==> src/rtl/mmu_pkg.sv <==
// Shared widths and encodings for the translation unit.
// Pages are 4 KiB and the page table is single level, indexed by the virtual page number.
`default_nettype none

package mmu_pkg;

    localparam int VA_W  = 32;
    localparam int VPN_W = 20;
    localparam int OFF_W = VA_W - VPN_W;
    localparam int PPN_W = 8;
    localparam int PA_W  = PPN_W + OFF_W;
    localparam int PTE_W = 32;

    // page table entry layout. The physical page sits in the low bits.
    localparam int PTE_VALID_BIT = 31;
    localparam int PTE_RO_BIT    = 30;

    typedef enum logic [1:0] {
        OP_LOAD  = 2'd0,
        OP_STORE = 2'd1,
        OP_FLUSH = 2'd2
    } mmu_op_e;

    typedef enum logic [1:0] {
        FAULT_NONE = 2'd0,
        FAULT_PAGE = 2'd1,
        FAULT_PROT = 2'd2
    } mmu_fault_e;

    typedef enum logic [1:0] {
        WALK_IDLE = 2'd0,
        WALK_REQ  = 2'd1,
        WALK_WAIT = 2'd2,
        WALK_DONE = 2'd3
    } walk_state_e;

endpackage

`default_nettype wire

==> src/rtl/access_decode.sv <==
// Request strobes that arrive while busy_i is high are dropped, not queued.
// The miss decision is combinational on the registered request and hit_i.
`timescale 1ns/1ps
`default_nettype none

module access_decode (
    input  wire logic                        clk_i,
    input  wire logic                        arst_n_i,
    input  wire logic                        req_valid_i,
    input  mmu_pkg::mmu_op_e                 req_op_i,
    input  wire logic [mmu_pkg::VA_W-1:0]    req_vaddr_i,
    input  wire logic                        req_super_i,
    input  wire logic                        busy_i,
    input  wire logic                        hit_i,
    output logic                             lk_valid_o,
    output mmu_pkg::mmu_op_e                 lk_op_o,
    output logic [mmu_pkg::VPN_W-1:0]        lk_vpn_o,
    output logic [mmu_pkg::OFF_W-1:0]        lk_offset_o,
    output logic                             lk_super_o,
    output logic                             lk_flush_o,
    output logic                             miss_o
);

    import mmu_pkg::*;

    logic accept;
    logic user_access;

    assign accept = req_valid_i & ~busy_i;

    always_ff @(posedge clk_i or negedge arst_n_i) begin
        if (!arst_n_i) begin
            lk_valid_o <= 1'b0;
        end else begin
            lk_valid_o <= accept;
        end
    end

    always_ff @(posedge clk_i) begin
        if (accept) begin
            lk_op_o     <= req_op_i;
            lk_vpn_o    <= req_vaddr_i[VA_W-1:OFF_W];
            lk_offset_o <= req_vaddr_i[OFF_W-1:0];
            lk_super_o  <= req_super_i;
        end
    end

    assign lk_flush_o = lk_valid_o & (lk_op_o == OP_FLUSH);

    // only user loads and stores go through the TLB.
    assign user_access = ~lk_super_o & ((lk_op_o == OP_LOAD) | (lk_op_o == OP_STORE));
    assign miss_o      = lk_valid_o & user_access & ~hit_i;

endmodule

`default_nettype wire

==> src/rtl/tlb.sv <==
// Lookup has no valid qualifier, so any request whose page matches an entry marks it
// most recently used, supervisor and flush requests included. TLB_ENTRIES must be 2 or more.
`timescale 1ns/1ps
`default_nettype none

module tlb #(
    parameter int TLB_ENTRIES = 2
) (
    input  wire logic                        clk_i,
    input  wire logic                        arst_n_i,
    input  wire logic [mmu_pkg::VPN_W-1:0]   lk_vpn_i,
    input  wire logic                        flush_i,
    input  wire logic                        fill_i,
    input  wire logic [mmu_pkg::VPN_W-1:0]   fill_vpn_i,
    input  wire logic [mmu_pkg::PPN_W-1:0]   fill_ppn_i,
    input  wire logic                        fill_ro_i,
    output logic                             hit_o,
    output logic [mmu_pkg::PPN_W-1:0]        ppn_o,
    output logic                             ro_o
);

    import mmu_pkg::*;

    localparam int IDX_W = $clog2(TLB_ENTRIES);

    logic [TLB_ENTRIES-1:0] valid_q;
    logic [VPN_W-1:0]       tag_q [TLB_ENTRIES];
    logic [PPN_W-1:0]       ppn_q [TLB_ENTRIES];
    logic [TLB_ENTRIES-1:0] ro_q;
    logic [IDX_W-1:0]       mru_q;

    logic [IDX_W-1:0] hit_idx;
    logic [IDX_W-1:0] victim;

    // the lowest matching valid entry wins.
    always_comb begin
        hit_o   = 1'b0;
        hit_idx = '0;
        for (int i = 0; i < TLB_ENTRIES; i++) begin
            if (!hit_o && valid_q[i] && (tag_q[i] == lk_vpn_i)) begin
                hit_o   = 1'b1;
                hit_idx = IDX_W'(i);
            end
        end
        ppn_o = hit_o ? ppn_q[hit_idx] : '0;
        ro_o  = hit_o & ro_q[hit_idx];
    end

    // Replacement picks the first free slot, otherwise the one after the MRU entry.
    // With two entries that is plain LRU.
    always_comb begin
        logic found;
        found = 1'b0;
        if (mru_q == IDX_W'(TLB_ENTRIES - 1)) begin
            victim = '0;
        end else begin
            victim = mru_q + 1'b1;
        end
        for (int i = 0; i < TLB_ENTRIES; i++) begin
            if (!found && !valid_q[i]) begin
                found  = 1'b1;
                victim = IDX_W'(i);
            end
        end
    end

    always_ff @(posedge clk_i or negedge arst_n_i) begin
        if (!arst_n_i) begin
            valid_q <= '0;
            mru_q   <= '0;
        end else if (flush_i) begin
            valid_q <= '0;
        end else if (fill_i) begin
            valid_q[victim] <= 1'b1;
            mru_q           <= victim;
        end else if (hit_o) begin
            mru_q <= hit_idx;
        end
    end

    always_ff @(posedge clk_i) begin
        if (fill_i && !flush_i) begin
            tag_q[victim] <= fill_vpn_i;
            ppn_q[victim] <= fill_ppn_i;
            ro_q[victim]  <= fill_ro_i;
        end
    end

endmodule

`default_nettype wire

==> src/rtl/page_walker.sv <==
// One outstanding table read at a time. pte_valid_i is only taken while waiting for it.
// Entries with the valid bit clear are reported as a page fault and never filled.
`timescale 1ns/1ps
`default_nettype none

module page_walker (
    input  wire logic                        clk_i,
    input  wire logic                        arst_n_i,
    input  wire logic                        miss_i,
    input  wire logic [mmu_pkg::VPN_W-1:0]   vpn_i,
    input  wire logic                        pte_valid_i,
    input  wire logic [mmu_pkg::PTE_W-1:0]   pte_data_i,
    output logic                             pte_rd_o,
    output logic [mmu_pkg::VPN_W-1:0]        pte_index_o,
    output logic                             fill_o,
    output logic [mmu_pkg::VPN_W-1:0]        fill_vpn_o,
    output logic [mmu_pkg::PPN_W-1:0]        fill_ppn_o,
    output logic                             fill_ro_o,
    output logic                             done_o,
    output logic [mmu_pkg::PPN_W-1:0]        done_ppn_o,
    output logic                             done_ro_o,
    output logic                             done_fault_o,
    output logic                             idle_o
);

    import mmu_pkg::*;

    walk_state_e state_q;
    walk_state_e state_d;

    logic [VPN_W-1:0] vpn_q;
    logic [PPN_W-1:0] ppn_q;
    logic             ro_q;
    logic             pte_ok_q;
    logic             pte_take;

    assign pte_take = (state_q == WALK_WAIT) & pte_valid_i;

    always_comb begin
        state_d = state_q;
        case (state_q)
            WALK_IDLE: if (miss_i) state_d = WALK_REQ;
            WALK_REQ:  state_d = WALK_WAIT;
            WALK_WAIT: if (pte_valid_i) state_d = WALK_DONE;
            WALK_DONE: state_d = WALK_IDLE;
            default:   state_d = WALK_IDLE;
        endcase
    end

    always_ff @(posedge clk_i or negedge arst_n_i) begin
        if (!arst_n_i) begin
            state_q <= WALK_IDLE;
        end else begin
            state_q <= state_d;
        end
    end

    always_ff @(posedge clk_i) begin
        if ((state_q == WALK_IDLE) && miss_i) begin
            vpn_q <= vpn_i;
        end
        if (pte_take) begin
            ppn_q    <= pte_data_i[PPN_W-1:0];
            ro_q     <= pte_data_i[PTE_RO_BIT];
            pte_ok_q <= pte_data_i[PTE_VALID_BIT];
        end
    end

    assign pte_rd_o    = (state_q == WALK_REQ);
    assign pte_index_o = vpn_q;

    // The TLB is written on the same edge that takes the entry.
    assign fill_o     = pte_take & pte_data_i[PTE_VALID_BIT];
    assign fill_vpn_o = vpn_q;
    assign fill_ppn_o = pte_data_i[PPN_W-1:0];
    assign fill_ro_o  = pte_data_i[PTE_RO_BIT];

    assign done_o       = (state_q == WALK_DONE);
    assign done_ppn_o   = ppn_q;
    assign done_ro_o    = ro_q;
    assign done_fault_o = ~pte_ok_q;

    assign idle_o = (state_q == WALK_IDLE);

endmodule

`default_nettype wire

==> src/rtl/access_result.sv <==
// Responses leave one cycle after the lookup stage, or one cycle after walk completion.
// The address and fault hold their last value outside the response pulse.
`timescale 1ns/1ps
`default_nettype none

module access_result (
    input  wire logic                        clk_i,
    input  wire logic                        arst_n_i,
    input  wire logic                        lk_valid_i,
    input  mmu_pkg::mmu_op_e                 lk_op_i,
    input  wire logic [mmu_pkg::OFF_W-1:0]   lk_offset_i,
    input  wire logic                        lk_super_i,
    input  wire logic [mmu_pkg::PPN_W-1:0]   lk_vpn_low_i,
    input  wire logic                        miss_i,
    input  wire logic [mmu_pkg::PPN_W-1:0]   hit_ppn_i,
    input  wire logic                        hit_ro_i,
    input  wire logic                        walk_done_i,
    input  wire logic [mmu_pkg::PPN_W-1:0]   walk_ppn_i,
    input  wire logic                        walk_ro_i,
    input  wire logic                        walk_fault_i,
    output logic                             resp_valid_o,
    output logic [mmu_pkg::PA_W-1:0]         resp_paddr_o,
    output mmu_pkg::mmu_fault_e              resp_fault_o
);

    import mmu_pkg::*;

    logic [OFF_W-1:0] pend_offset_q;
    logic             pend_store_q;

    logic             resp_valid_d;
    logic [PA_W-1:0]  resp_paddr_d;
    mmu_fault_e       resp_fault_d;

    // a missing request parks its offset and store flag until the walker is done.
    always_ff @(posedge clk_i) begin
        if (miss_i) begin
            pend_offset_q <= lk_offset_i;
            pend_store_q  <= (lk_op_i == OP_STORE);
        end
    end

    always_comb begin
        resp_valid_d = 1'b0;
        resp_paddr_d = '0;
        resp_fault_d = FAULT_NONE;
        if (walk_done_i) begin
            resp_valid_d = 1'b1;
            if (walk_fault_i) begin
                resp_fault_d = FAULT_PAGE;
            end else begin
                resp_paddr_d = {walk_ppn_i, pend_offset_q};
                if (pend_store_q && walk_ro_i) begin
                    resp_fault_d = FAULT_PROT;
                end
            end
        end else if (lk_valid_i && !miss_i) begin
            resp_valid_d = 1'b1;
            if (lk_op_i == OP_FLUSH) begin
                resp_paddr_d = '0;
            end else if (lk_super_i) begin
                resp_paddr_d = {lk_vpn_low_i, lk_offset_i};
            end else begin
                resp_paddr_d = {hit_ppn_i, lk_offset_i};
                if ((lk_op_i == OP_STORE) && hit_ro_i) begin
                    resp_fault_d = FAULT_PROT;
                end
            end
        end
    end

    always_ff @(posedge clk_i or negedge arst_n_i) begin
        if (!arst_n_i) begin
            resp_valid_o <= 1'b0;
        end else begin
            resp_valid_o <= resp_valid_d;
        end
    end

    always_ff @(posedge clk_i) begin
        if (resp_valid_d) begin
            resp_paddr_o <= resp_paddr_d;
            resp_fault_o <= resp_fault_d;
        end
    end

endmodule

`default_nettype wire

==> src/rtl/mmu_top.sv <==
// Hits, supervisor requests and flushes answer two cycles after the strobe.
// busy_o rises the cycle after a missing request is taken and drops once the walker is idle.
`timescale 1ns/1ps
`default_nettype none

module mmu_top #(
    parameter int TLB_ENTRIES = 2
) (
    input  wire logic                        clk_i,
    input  wire logic                        arst_n_i,
    input  wire logic                        req_valid_i,
    input  mmu_pkg::mmu_op_e                 req_op_i,
    input  wire logic [mmu_pkg::VA_W-1:0]    req_vaddr_i,
    input  wire logic                        req_super_i,
    output logic                             resp_valid_o,
    output logic [mmu_pkg::PA_W-1:0]         resp_paddr_o,
    output mmu_pkg::mmu_fault_e              resp_fault_o,
    output logic                             busy_o,
    output logic                             pte_rd_o,
    output logic [mmu_pkg::VPN_W-1:0]        pte_index_o,
    input  wire logic                        pte_valid_i,
    input  wire logic [mmu_pkg::PTE_W-1:0]   pte_data_i
);

    import mmu_pkg::*;

    logic             lk_valid;
    mmu_op_e          lk_op;
    logic [VPN_W-1:0] lk_vpn;
    logic [OFF_W-1:0] lk_offset;
    logic             lk_super;
    logic             lk_flush;
    logic             miss;

    logic             hit;
    logic [PPN_W-1:0] hit_ppn;
    logic             hit_ro;

    logic             fill;
    logic [VPN_W-1:0] fill_vpn;
    logic [PPN_W-1:0] fill_ppn;
    logic             fill_ro;

    logic             walk_done;
    logic [PPN_W-1:0] walk_ppn;
    logic             walk_ro;
    logic             walk_fault;
    logic             walk_idle;

    assign busy_o = ~walk_idle | miss;

    access_decode u_decode (
        .clk_i       (clk_i),
        .arst_n_i    (arst_n_i),
        .req_valid_i (req_valid_i),
        .req_op_i    (req_op_i),
        .req_vaddr_i (req_vaddr_i),
        .req_super_i (req_super_i),
        .busy_i      (busy_o),
        .hit_i       (hit),
        .lk_valid_o  (lk_valid),
        .lk_op_o     (lk_op),
        .lk_vpn_o    (lk_vpn),
        .lk_offset_o (lk_offset),
        .lk_super_o  (lk_super),
        .lk_flush_o  (lk_flush),
        .miss_o      (miss)
    );

    tlb #(
        .TLB_ENTRIES (TLB_ENTRIES)
    ) u_tlb (
        .clk_i      (clk_i),
        .arst_n_i   (arst_n_i),
        .lk_vpn_i   (lk_vpn),
        .flush_i    (lk_flush),
        .fill_i     (fill),
        .fill_vpn_i (fill_vpn),
        .fill_ppn_i (fill_ppn),
        .fill_ro_i  (fill_ro),
        .hit_o      (hit),
        .ppn_o      (hit_ppn),
        .ro_o       (hit_ro)
    );

    page_walker u_walker (
        .clk_i        (clk_i),
        .arst_n_i     (arst_n_i),
        .miss_i       (miss),
        .vpn_i        (lk_vpn),
        .pte_valid_i  (pte_valid_i),
        .pte_data_i   (pte_data_i),
        .pte_rd_o     (pte_rd_o),
        .pte_index_o  (pte_index_o),
        .fill_o       (fill),
        .fill_vpn_o   (fill_vpn),
        .fill_ppn_o   (fill_ppn),
        .fill_ro_o    (fill_ro),
        .done_o       (walk_done),
        .done_ppn_o   (walk_ppn),
        .done_ro_o    (walk_ro),
        .done_fault_o (walk_fault),
        .idle_o       (walk_idle)
    );

    access_result u_result (
        .clk_i        (clk_i),
        .arst_n_i     (arst_n_i),
        .lk_valid_i   (lk_valid),
        .lk_op_i      (lk_op),
        .lk_offset_i  (lk_offset),
        .lk_super_i   (lk_super),
        .lk_vpn_low_i (lk_vpn[PPN_W-1:0]),
        .miss_i       (miss),
        .hit_ppn_i    (hit_ppn),
        .hit_ro_i     (hit_ro),
        .walk_done_i  (walk_done),
        .walk_ppn_i   (walk_ppn),
        .walk_ro_i    (walk_ro),
        .walk_fault_i (walk_fault),
        .resp_valid_o (resp_valid_o),
        .resp_paddr_o (resp_paddr_o),
        .resp_fault_o (resp_fault_o)
    );

endmodule

`default_nettype wire

==> config.mk <==
export PLATFORM = sky130hd
export DESIGN_NAME = mmu_top
export DESIGN_NICKNAME = d
export VERILOG_FILES = /design/src/rtl/mmu_pkg.sv /design/src/rtl/access_decode.sv /design/src/rtl/tlb.sv /design/src/rtl/page_walker.sv /design/src/rtl/access_result.sv /design/src/rtl/mmu_top.sv
export SDC_FILE = /design/constraint.sdc
export NUM_CORES = 1
export LEC_CHECK = 0
export ABC_AREA = 0
export CORE_ASPECT_RATIO = 1.2
export CORE_MARGIN = 1.5
export CORE_UTILIZATION = 30
export DETAILED_ROUTE_END_ITERATION = 7
export DONT_BUFFER_PORTS = 1
export PLACE_DENSITY = 0.56
export SYNTH_ARGS = -nofsm -noshare
export SYNTH_HDL_FRONTEND = slang
export SYNTH_HIERARCHICAL = 1
export SYNTH_SLANG_ARGS = --single-unit
==> constraint.sdc <==
create_clock -name clk_i -period 7.7 [get_ports clk_i]
set_input_delay 0.385 -clock clk_i [delete_from_list [all_inputs] [get_ports clk_i]]
set_output_delay 0.385 -clock clk_i [all_outputs]
set_load 0.01 [all_outputs]
==> metrics.md, run 1 <==
| Metric | Value |
|---|---|
| Status | `completed` |
| Pleak | `2.46 nW` |
| R2R setup slack | `3.58 ns` |
| Critical Path Max Stage Delay | `0.93 ns` |
| CP Capture Type | `register` |
| Number of synthesized flops with an enable pin | `158` |
| Max VDD drop | `251 uV` |
| DRC | `0` |
| Hold WS | `0.0523 ns` |
| Synth Net Count | `460` |
| Crit-path slowest cell | `nor2b_4` |
| Seq/Total Area, Yosys | `74.5%` |
| Global-route wire length before repair | `19,700 um` |
| Setup crit start kind | `register` |
| Fmax | `243 MHz` |
| Worst Hold Class | `in -> reg` |
| H-tree lvl count | `4` |
| Row cnt | `59` |
| Psw | `0.700 mW` |
| Netlist cell types | `47` |
| Vias/cell | `4.61` |
| Reg2Reg Launch Point | `u_decode/lk_vpn_o[6]` |
| Final TNS setup | `0 ns` |
| #FFs+latches synth | `165` |
| Sequential fraction of design power | `52.1%` |
| Critical hold path startpoint | `req_vaddr_i[7]` |
| DR vias | `3,033` |
| Routed WL | `13,100 um` |
| Core region area | `0.0216 mm^2` |
| Synth cell count leaders | `edfxtp_1 (158), inv_1 (38), buf_4 (29), xor2_1 (23), xnor2_1 (17)` |
| Root Driver | `clkbuf_16` |
| Antenna violations before repair | `0` |
| CTS sink cnt | `165` |
| Top-area cell type share of the netlist area | `71.8%` |
| CTS buffer count | `17` |
| Comb power frac | `12.8%` |
| Routed len/inst | `19.9 um` |
| Final Net Count | `446` |
| DR iter-0 viols | `138` |
| CP Capture Point | `u_decode/lk_vpn_o[2]` |
| Starting Density | `30.5%` |
| WP data required | `7.73 ns` |
| Skew-Pair Late Insertion Delay | `0.42 ns` |
| Critical path startpoint | `u_decode/lk_vpn_o[6]` |
| Pins Over Slew Limit | `0` |
| Antenna Cells | `0` |
| Io pins | `116` |
| Cell chain of the critical path | `xor2_1, nor4_1, and4_1, and2_1, o21bai_1, nor4b_4, buf_4, nand2b_1, nor2b_4` |
| Rel. slew slack | `23.3%` |
| CTS tree | `done` |
| Cell Area, Synth | `0.00660 mm^2` |
| Final number of setup-violating endpoints | `0` |
| Setup Skew | `0.0111 ns` |
| Die area | `0.0229 mm^2` |
| Largest net degree at the start of global routing | `37` |
| # Max-Cap Violations | `0` |
| Synth Instances | `385` |
| Vias in the first global route | `3,176` |
| DRT Pass-1 Iters | `4` |
| Arrival time at the worst endpoint | `4.15 ns` |
| Post-CTS setup buffer count | `0` |
| Top-count cell post-synth | `edfxtp_1` |
| ANT nets after route | `0` |
| Fillers | `2,048` |
| RSZ-0062 raised after global routing | `no` |
| Top cells by area, synth | `edfxtp_1 (72%), buf_4 (3.3%), xor2_1 (3.1%), o32ai_2 (2.7%), dfrtp_1 (2.7%)` |
| Chip height | `166 um` |
| GRT Total Usage | `11.9%` |
| Int Pwr | `1.82 mW` |
| Proportion of layout cells with a drive suffix above 1 | `15.9%` |
| Avg Inst Size Synth | `17.2 um^2` |
| Gr ovfl total | `0` |
| Final HPWL DP | `9170 um` |
| Warning count from the yosys run | `6` |
| Port Buffers | `0` |
| Area delta synth->final | `11.4%` |
| CTS Buffer Depth | `2` |
| Post-layout min period | `4.12 ns` |
| R2r endpoint | `u_decode/lk_vpn_o[2]` |
| Reg clk slew, reported paths | `0.07 ns` |
| Post-synth ARST share | `4.24%` |
| Top_reg_cell synth | `edfxtp_1` |
| R2R cell count | `9` |
| Switching part of the total power | `27.8%` |
| Final Hold Fails | `0` |
| Synth area leader | `edfxtp_1` |
| Crit Path Category | `reg -> reg` |
| Post-CTS sizing | `0` |
| Clock share of power | `35.1%` |
| Pwr Density | `342 mW/mm^2` |
| Final worst-path cycle share | `53.5%` |
| Worst-Margin Slew | `1.15 ns` |
| Crit-path max FO | `36` |
| GP Congestion | `0.792` |
| Width of the die | `138 um` |
==> repair_timing <==
action	CTS	global route
endpoints found under the setup margin	0	0
hold endpoints to repair	7	0
hold buffers	1	0
==> power groups by stage <==
stage | combinational [mW] | clock (mW) | sequential (mW)
floorplan | 0.259 | 0 | 1.29
global placement | 0.315 | 0 | 1.33
detailed placement | 0.327 | 0 | 1.33
CTS | 0.329 | 0.907 | 1.32
global route | 0.356 | 0.941 | 1.33
finish | 0.322 | 0.883 | 1.31
==> cells by family (layout without fill, tap and decap cells) <==
group,Yosys count,after routing,share of synthesized area [%]
AOI/OAI and AO/OA,38,38,6.40
xor gates and xnor gates,40,40,5.30
adders and majority gates,4,4,0.758
buffers and inverters,75,74,6.20
DFF,165,165,74.5
muxes,9,9,1.44
and+or+nand+nor,54,54,5.40
==> metal layers <==
metal	wire [um]	share of wire [%]	up-vias	global-route usage, %
met4	223	1.7	0	4.16
met3	851	6.5	22	4.67
met1	5440	42	1506	13.7
met5	0	0	-	0
met2	6550	50	112	20.1
li1	-	-	1393	-
==> placed cells by master (no fill, tap or decap), drive strengths merged, types with 2 or more instances in the layout <==
cell,netlist,final
xor2,23,23
ha,4,4
nand2b,4,4
o32ai,21,21
nor2,4,4
clkbuf,4,17
xnor2,17,17
nand2,3,3
a22o,9,9
clkinv,0,3
nor3,2,2
and3,2,2
nand3,3,3
nand4,7,7
inv,38,45
nor4,10,10
bufinv,0,3
dfrtp,7,7
and2,4,4
a21oi,2,2
buf,33,3
nor4b,2,2
clkinvlp,0,2
nor2b,4,4
edfxtp,158,158
mux2i,8,8
==> final cells by class <==
| class | instances | area, um^2 | share of cell area [%] |
|---|---|---|---|
| clock buffers | 17 | 425 | 5.78 |
| multi-input cells | 145 | 1300 | 17.7 |
| well taps | 274 | 343 | 4.66 |
| repair buffers | 4 | 32.5 | 0.442 |
| flip-flops and latches | 165 | 4920 | 66.9 |
| clock inverters | 15 | 193 | 2.62 |
| inverters | 38 | 143 | 1.94 |
==> how the worst min path moves through the flow <==
stage	endpoint	slack (ns)	cells past startpoint
2_1_floorplan	u_decode/lk_valid_o	0.09	0
3_3_place_gp	u_result/resp_valid_o	0.09	0
3_5_place_dp	u_result/resp_valid_o	0.09	0
4_1_cts	u_decode/lk_offset_o[7]	0.03	0
5_1_grt	u_decode/lk_offset_o[7]	0.02	0
6_report	u_decode/lk_offset_o[7]	0.05	0
==> worst max-delay path: cells and delay by family, from the launching register on <==
kind	cells	cell delay [ns]
XOR/XNOR	1	0.22
buffers and inverters	1	0.24
AO/OA/AOI/OAI	1	0.27
AND/OR/NAND/NOR	6	2.45
flip-flops	1	0.50
==> registers in the layout, summed over array words and instances, names as in the netlist, 8 cells and up <==
register and cells:
u_decode/lk_offset_o 12, u_decode/lk_vpn_o 20, u_result/pend_offset_q 12, u_result/resp_paddr_o 20
u_tlb/ppn_q 16, u_tlb/tag_q 40, u_walker/done_ppn_o 8, u_walker/fill_vpn_o 20
==> per-stage QoR <==
step / power (mW) / setup WS [ns] / util [%] / instances / area, um^2
6_report: 2.52 / 3.58 / 34.0 / 658 / 7360
3_5_place_dp: 1.66 / 3.51 / 31.1 / 625 / 6730
4_1_cts: 2.55 / 3.50 / 34.0 / 658 / 7360
2_1_floorplan: 1.55 / 3.59 / - / 385 / 6600
5_1_grt: 2.63 / 3.31 / 34.0 / 658 / 7360
3_3_place_gp: 1.64 / 3.59 / 31.1 / 625 / 6730
Power figures use the tool's default switching activity.
==> run 2: changes to the inputs <==
--- a/config.mk
+++ b/config.mk
@@ -11,7 +11,7 @@
 export CORE_UTILIZATION = 30
 export DETAILED_ROUTE_END_ITERATION = 7
 export DONT_BUFFER_PORTS = 1
-export PLACE_DENSITY = 0.56
+export PLACE_DENSITY = 0.57
 export SYNTH_ARGS = -nofsm -noshare
 export SYNTH_HDL_FRONTEND = slang
 export SYNTH_HIERARCHICAL = 1
==> constraint.sdc (replaced) <==
create_clock -name clk_i -period 3.6 [get_ports clk_i]
set_input_delay 0.18 -clock clk_i [delete_from_list [all_inputs] [get_ports clk_i]]
set_output_delay 0.18 -clock clk_i [all_outputs]
set_load 0.01 [all_outputs]
==> run 2 against run 1 <==
Via count up 8.0%. Clock-buffer cell count increased by 2. Die area unchanged. Final cell count is 7.4% higher. Critical path type unchanged. Sequential share of layout area shrank 4.4 points. Clock skew decreased by 0.00054 ns. Routed wire length increased by 2.5%. Highest routed layer unchanged. Combinational power rose by 140%. Sequential power up 110%. Flip-flop and latch count did not move.
==> metrics.md, run 2 (same netlist as run 1, synthesis figures left out) <==
| Metric | Value |
|---|---|
| Status | `completed` |
| Met2 Resource Use GR | `21.3% (+1.2 points)` |
| Antenna Cells | `0 (unchanged)` |
| Hold WS | `0.114 ns (+0.0622 ns)` |
| Final number of setup-violating endpoints | `0 (unchanged)` |
| Reg2Reg Launch Point | `u_decode/lk_vpn_o[5]` |
| ANT nets after route | `0 (unchanged)` |
| Number of flip-flops in the largest register | `40 (unchanged)` |
| Met3 GRT Util | `4.15% (-0.52 points)` |
| CTS Buffer Depth | `2 (unchanged)` |
| DP Worst Slack | `0.512 ns (-3.00 ns)` |
| Antenna violations before repair | `0 (unchanged)` |
| DRC | `0 (unchanged)` |
| Final Hold Fails | `0 (unchanged)` |
| RSZ-0062 raised after global routing | `no` |
| Leading cell types in the layout, fill and taps excluded | `edfxtp_1 (158), dlygate4sd3_1 (46), inv_1 (38)` |
| CTS buffer count | `17 (unchanged)` |
| GR peak layer | `met2` |
| Skew-Pair Late Insertion Delay | `0.42 ns (about the same)` |
| Max VDD drop | `499 uV (+99%)` |
| Vias in the first global route | `3,554 (+12%)` |
| Pleak | `2.67 nW (+8.7%)` |
| Io pins | `116 (unchanged)` |
| Routed WL | `13,400 um (+2.5%)` |
| Row cnt | `59 (unchanged)` |
| Port Buffers | `0 (unchanged)` |
| H-tree lvl count | `4 (unchanged)` |
| Fmax | `318 MHz (+31%)` |
| Global-route wire length before repair | `20,700 um (+5.0%)` |
| Total power | `5.50 mW (+120%)` |
| R2R cell count | `8 (-1)` |
| Setup Skew | `0.0106 ns (-0.000539 ns)` |
| CTS tree | `done` |
| R2r endpoint | `u_result/resp_paddr_o[3]` |
| WP data required | `3.81 ns (-3.92 ns)` |
| Worst Hold Class | `in -> async` |
| Fillers | `2,028 (-0.98%)` |
| Rel. slew slack | `26.6% (+3.3 points)` |
| Worst-Margin Slew | `1.10 ns (-0.0517 ns)` |
| Storage cell area | `0.00492 mm^2 (unchanged)` |
| CP Capture Type | `register` |
| Largest net degree at the start of global routing | `37 (unchanged)` |
| Routed len/inst | `18.9 um (-4.6%)` |
| Root Driver | `clkbuf_16` |
| Pins Over Slew Limit | `0 (unchanged)` |
| DR vias | `3,277 (+8.0%)` |
| Commonest non-fill, non-tap cell in the layout | `edfxtp_1` |
| Top reg by flops | `u_tlb/tag_q` |
| Reg clk slew, reported paths | `0.06 ns (about the same)` |
| Width of the die | `138 um (unchanged)` |
| Multi-input gate area | `0.00130 mm^2 (unchanged)` |
| GP Congestion | `0.812 (+2.5%)` |
| Area delta synth->final | `19.2%` |
| Crit Path Category | `reg -> reg` |
| # Max-Cap Violations | `0 (unchanged)` |
| Final TNS setup | `0 ns (unchanged)` |
| Arrival time at the worst endpoint | `3.36 ns (-0.79 ns)` |
| Die area | `0.0229 mm^2 (unchanged)` |
| DR iter-0 viols | `159 (+15%)` |
| Pwr Density | `699 mW/mm^2 (+100%)` |
| GRT Total Usage | `12.3% (+0.43 points)` |
| DRT Pass-1 Iters | `4 (unchanged)` |
| Crit-path max FO | `20 (-44%)` |
| Core region area | `0.0216 mm^2 (unchanged)` |
| Vias/cell | `4.64 (+0.56%)` |
| Proportion of layout cells with a drive suffix above 1 | `14.8% (-1.1 points)` |
| R2R setup slack | `0.46 ns (-3.12 ns)` |
| Gr ovfl total | `0 (unchanged)` |
| Final Net Count | `495 (+11%)` |
| Routing usage on met1 | `13.7% (-0.081 points)` |
| Starting Density | `30.5% (unchanged)` |
| Final worst-path cycle share | `87.3% (+34 points)` |
| Final HPWL DP | `9420 um (+2.7%)` |
| Chip height | `166 um (unchanged)` |
| Setup crit start kind | `register` |
| CTS sink cnt | `165 (unchanged)` |
| Setup WS post-layout | `0.458 ns (-3.12 ns)` |
| Post-layout min period | `3.14 ns (-0.977 ns)` |
==> run 2: cell count changes in the layout (fill, tap and decap cells not counted), sizes merged <==
cell         change
bufinv           +1
clkbuf           +2
buf              +4
clkinv           -1
inv              -3
dlygate4sd3     +45
clkinvlp         +1
==> run 2: worst max-delay path by stage <==
stage / from / end / slack (ns) / depth (start not counted)
6_report: u_decode/lk_vpn_o[5] / u_result/resp_paddr_o[3] / 0.46 / 8
3_3_place_gp: u_decode/lk_vpn_o[5] / u_decode/lk_vpn_o[8] / 0.60 / 9
4_1_cts: u_decode/lk_vpn_o[4] / u_result/resp_paddr_o[11] / 0.49 / 7
5_1_grt: u_decode/lk_vpn_o[5] / u_result/resp_paddr_o[11] / 0.33 / 8
2_1_floorplan: u_decode/lk_vpn_o[7] / u_result/resp_fault_o[0] / 0.14 / 9
3_5_place_dp: u_decode/lk_vpn_o[4] / u_result/resp_paddr_o[11] / 0.51 / 7
==> run 2: repair_timing <==
| item | CTS | global route |
|---|---|---|
| resized for setup | 0 | 0 |
| setup buffers | 0 | 0 |
| hold endpoints to repair | 70 | 0 |
| hold buffers | 46 | 0 |
==> run 2: report_power, final <==
group	switching (mW)	internal [mW]	total (mW)
clock network	0.741	1.19	1.93
registers	0.263	2.53	2.80
logic	0.479	0.290	0.768
==> run 2: stage by stage <==
stage | utilization [%] | std cells | cell area (um^2)
floorplan | - | 385 | 6610
global placement | 31.3 | 629 | 6770
detailed placement | 31.3 | 629 | 6770
CTS | 36.4 | 707 | 7870
global route | 36.4 | 707 | 7870
finish | 36.4 | 707 | 7870
==> run 2: metal layers <==
layer | routed length (um) | share of wire, %
met1 | 5360 | 40
met2 | 6950 | 52
met3 | 769 | 5.7
met4 | 311 | 2.3
met5 | 0 | 0
==> run 2: worst max-delay path: stages (launching register included) <==
cell and delay [ns]:
edfxtp_1 0.52, xor2_1 0.23, nor4_1 0.41, and4_1 0.32, and2_1 0.18, o21bai_1 0.20, nor4b_4 0.12, or3b_4 0.58
o32ai_1 0.35
==> run 2: final cells by class <==
class	count	area share (%)
clock inverter	13	2.51
tap	274	4.36
timing repair buffer	53	6.68
sequential	165	62.5
clock buffer	19	5.63
multi-input combinational	145	16.5
inverter	38	1.81
==> run 3: changes to the inputs <==
--- a/config.mk
+++ b/config.mk
@@ -9,6 +9,7 @@
 export CORE_ASPECT_RATIO = 1.2
 export CORE_MARGIN = 1.5
 export CORE_UTILIZATION = 30
+export CTS_BUF_LIST = sky130_fd_sc_hd__clkbuf_16
 export DETAILED_ROUTE_END_ITERATION = 7
 export DONT_BUFFER_PORTS = 1
 export PLACE_DENSITY = 0.57
==> run 3 against run 2 <==
Utilization about the same. Die area stayed put. Design area shrank 0.13%.
==> metrics.md, run 3 (same netlist as run 1, synthesis figures left out) <==
| Metric | Value |
|---|---|
| Fmax | `319 MHz (about the same)` |
| Setup crit start kind | `register` |
| # Max-Cap Violations | `0 (unchanged)` |
| Routed WL | `13,400 um (-0.26%)` |
| Post-layout min period | `3.14 ns (-0.00293 ns)` |
| Leading cell types in the layout, fill and taps excluded | `edfxtp_1 (158), dlygate4sd3_1 (46), inv_1 (39)` |
| Row cnt | `59 (unchanged)` |
| Root Driver | `clkbuf_16` |
| Arrival time at the worst endpoint | `3.35 ns (about the same)` |
| Die area | `0.0229 mm^2 (unchanged)` |
| Crit-path max FO | `20 (unchanged)` |
| CP Capture Type | `register` |
| CTS tree | `done` |
| Global-route wire length before repair | `20,700 um (-0.20%)` |
| R2R cell count | `8 (unchanged)` |
| CTS sink cnt | `165 (unchanged)` |
| RSZ-0062 raised after global routing | `no` |
| DRT Pass-1 Iters | `4 (unchanged)` |
| DR iter-0 viols | `170 (+6.9%)` |
| H-tree lvl count | `4 (unchanged)` |
| Largest net degree at the start of global routing | `37 (unchanged)` |
| Max VDD drop | `500 uV (+0.18%)` |
| Antenna Cells | `0 (unchanged)` |
| CTS buffer count | `17 (unchanged)` |
| Area delta synth->final | `19.0%` |
| GRT Total Usage | `12.3% (-0.025 points)` |
| Pins Over Slew Limit | `0 (unchanged)` |
| Proportion of layout cells with a drive suffix above 1 | `14.5% (-0.23 points)` |
| Rel. slew slack | `27.0% (+0.35 points)` |
| R2r endpoint | `u_result/resp_paddr_o[3]` |
| Crit Path Category | `reg -> reg` |
| Chip height | `166 um (unchanged)` |
| Pleak | `2.67 nW (about the same)` |
| Top reg by flops | `u_tlb/tag_q` |
| Final number of setup-violating endpoints | `0 (unchanged)` |
| ANT nets after route | `0 (unchanged)` |
| Starting Density | `30.5% (unchanged)` |
| Gr ovfl total | `0 (unchanged)` |
| Final Hold Fails | `0 (unchanged)` |
| GP Congestion | `0.812 (unchanged)` |
| CTS Buffer Depth | `2 (unchanged)` |
| Vias in the first global route | `3,550 (-0.11%)` |
| Reg2Reg Launch Point | `u_decode/lk_vpn_o[5]` |
| Status | `completed` |
| Vias/cell | `4.61 (-0.58%)` |
| Reg clk slew, reported paths | `0.07 ns (about the same)` |
| Worst Hold Class | `in -> async` |
| Worst-Margin Slew | `1.09 ns (-0.00526 ns)` |
| Final Net Count | `495 (unchanged)` |
| Port Buffers | `0 (unchanged)` |
| Commonest non-fill, non-tap cell in the layout | `edfxtp_1` |
| DR vias | `3,258 (-0.58%)` |
| WP data required | `3.81 ns (about the same)` |
| Final HPWL DP | `9420 um (unchanged)` |
| Number of flip-flops in the largest register | `40 (unchanged)` |
| Skew-Pair Late Insertion Delay | `0.42 ns (about the same)` |
| DP Worst Slack | `0.512 ns (unchanged)` |
| Post-CTS sizing | `0 (unchanged)` |
| Pwr Density | `696 mW/mm^2 (-0.35%)` |
| DRC | `0 (unchanged)` |
| Final TNS setup | `0 ns (unchanged)` |
| Core region area | `0.0216 mm^2 (unchanged)` |
| Setup WS post-layout | `0.461 ns (+0.00293 ns)` |
| Width of the die | `138 um (unchanged)` |
| Antenna violations before repair | `0 (unchanged)` |
| Final worst-path cycle share | `87.2% (about the same)` |
| R2R setup slack | `0.46 ns (about the same)` |
| Io pins | `116 (unchanged)` |
| Setup Skew | `0.0180 ns (+0.00746 ns)` |
| Routed len/inst | `18.9 um (-0.26%)` |
## run 3: cell types whose count changed in the layout (fill, tap and decap cells not counted)
cell / before / now
clkbuf_1: 1 / 0
clkbuf_8: 1 / 0
clkinv_1: 0 / 1
inv_1: 38 / 39
## run 3: where the power goes
group	total, mW	internal [mW]	leakage (nW)	switching, mW
registers	2.80	2.53	1.54	0.263
logic	0.766	0.290	0.833	0.476
clock network	1.91	1.17	0.301	0.742
total	5.47	3.99	2.67	1.48
## run 3: final cells by class
class | count | area [um^2]
Clock buffer | 17 | 425
Clock inverter | 15 | 205
Fill cell | 2029 | 13800
Inverter | 38 | 143
Multi-Input combinational cell | 145 | 1300
Sequential cell | 165 | 4920
Tap cell | 274 | 343
Timing Repair Buffer | 53 | 526
## run 3: how the worst max path moves through the flow
| stage | start | end | slack (ns) | cells after the start |
|---|---|---|---|---|
| finish | u_decode/lk_vpn_o[5] | u_result/resp_paddr_o[3] | 0.46 | 8 |
| global route | u_decode/lk_vpn_o[5] | u_result/resp_paddr_o[11] | 0.33 | 8 |
| CTS | u_decode/lk_vpn_o[4] | u_result/resp_paddr_o[11] | 0.49 | 7 |
| detailed placement | u_decode/lk_vpn_o[4] | u_result/resp_paddr_o[11] | 0.51 | 7 |
| global placement | u_decode/lk_vpn_o[5] | u_decode/lk_vpn_o[8] | 0.60 | 9 |
| floorplan | u_decode/lk_vpn_o[7] | u_result/resp_fault_o[0] | 0.14 | 9 |
## run 3: per-stage QoR
step / cell area (um^2) / cells / hold slack (ns) / power [mW] / utilization, %
after floorplan: 6610 / 385 / -0.116 / 3.31 / -
after global placement: 6770 / 629 / -0.115 / 3.52 / 31.3
after detailed placement: 6770 / 629 / -0.115 / 3.57 / 31.3
after CTS: 7860 / 707 / 0.101 / 5.55 / 36.3
after global routing: 7860 / 707 / 0.120 / 5.71 / 36.3
final: 7860 / 707 / 0.108 / 5.47 / 36.3
## run 3: per-layer routing
| metal | track usage, % | part of all wire (%) | routed length [um] | vias to the layer above |
|---|---|---|---|---|
| met3 | 4.15 | 5.3 | 704 | 14 |
| met4 | 5.89 | 1.7 | 224 | 0 |
| li1 | - | - | - | 1502 |
| met2 | 21.2 | 53 | 7050 | 100 |
| met5 | 0 | 0 | 0 | - |
| met1 | 13.7 | 40 | 5380 | 1642 |
## run 3: what timing repair did
item	4_1_cts	5_1_grt
hold buffers	46	0
buffers inserted	0	0
endpoints found under the hold margin	70	0
## run 3: worst max-delay path: stages, from the launching register on
cell	delay, ns
edfxtp_1	0.52
xor2_1	0.23
nor4_1	0.42
and4_1	0.33
and2_1	0.18
o21bai_1	0.20
nor4b_4	0.12
or3b_4	0.58
o32ai_1	0.35
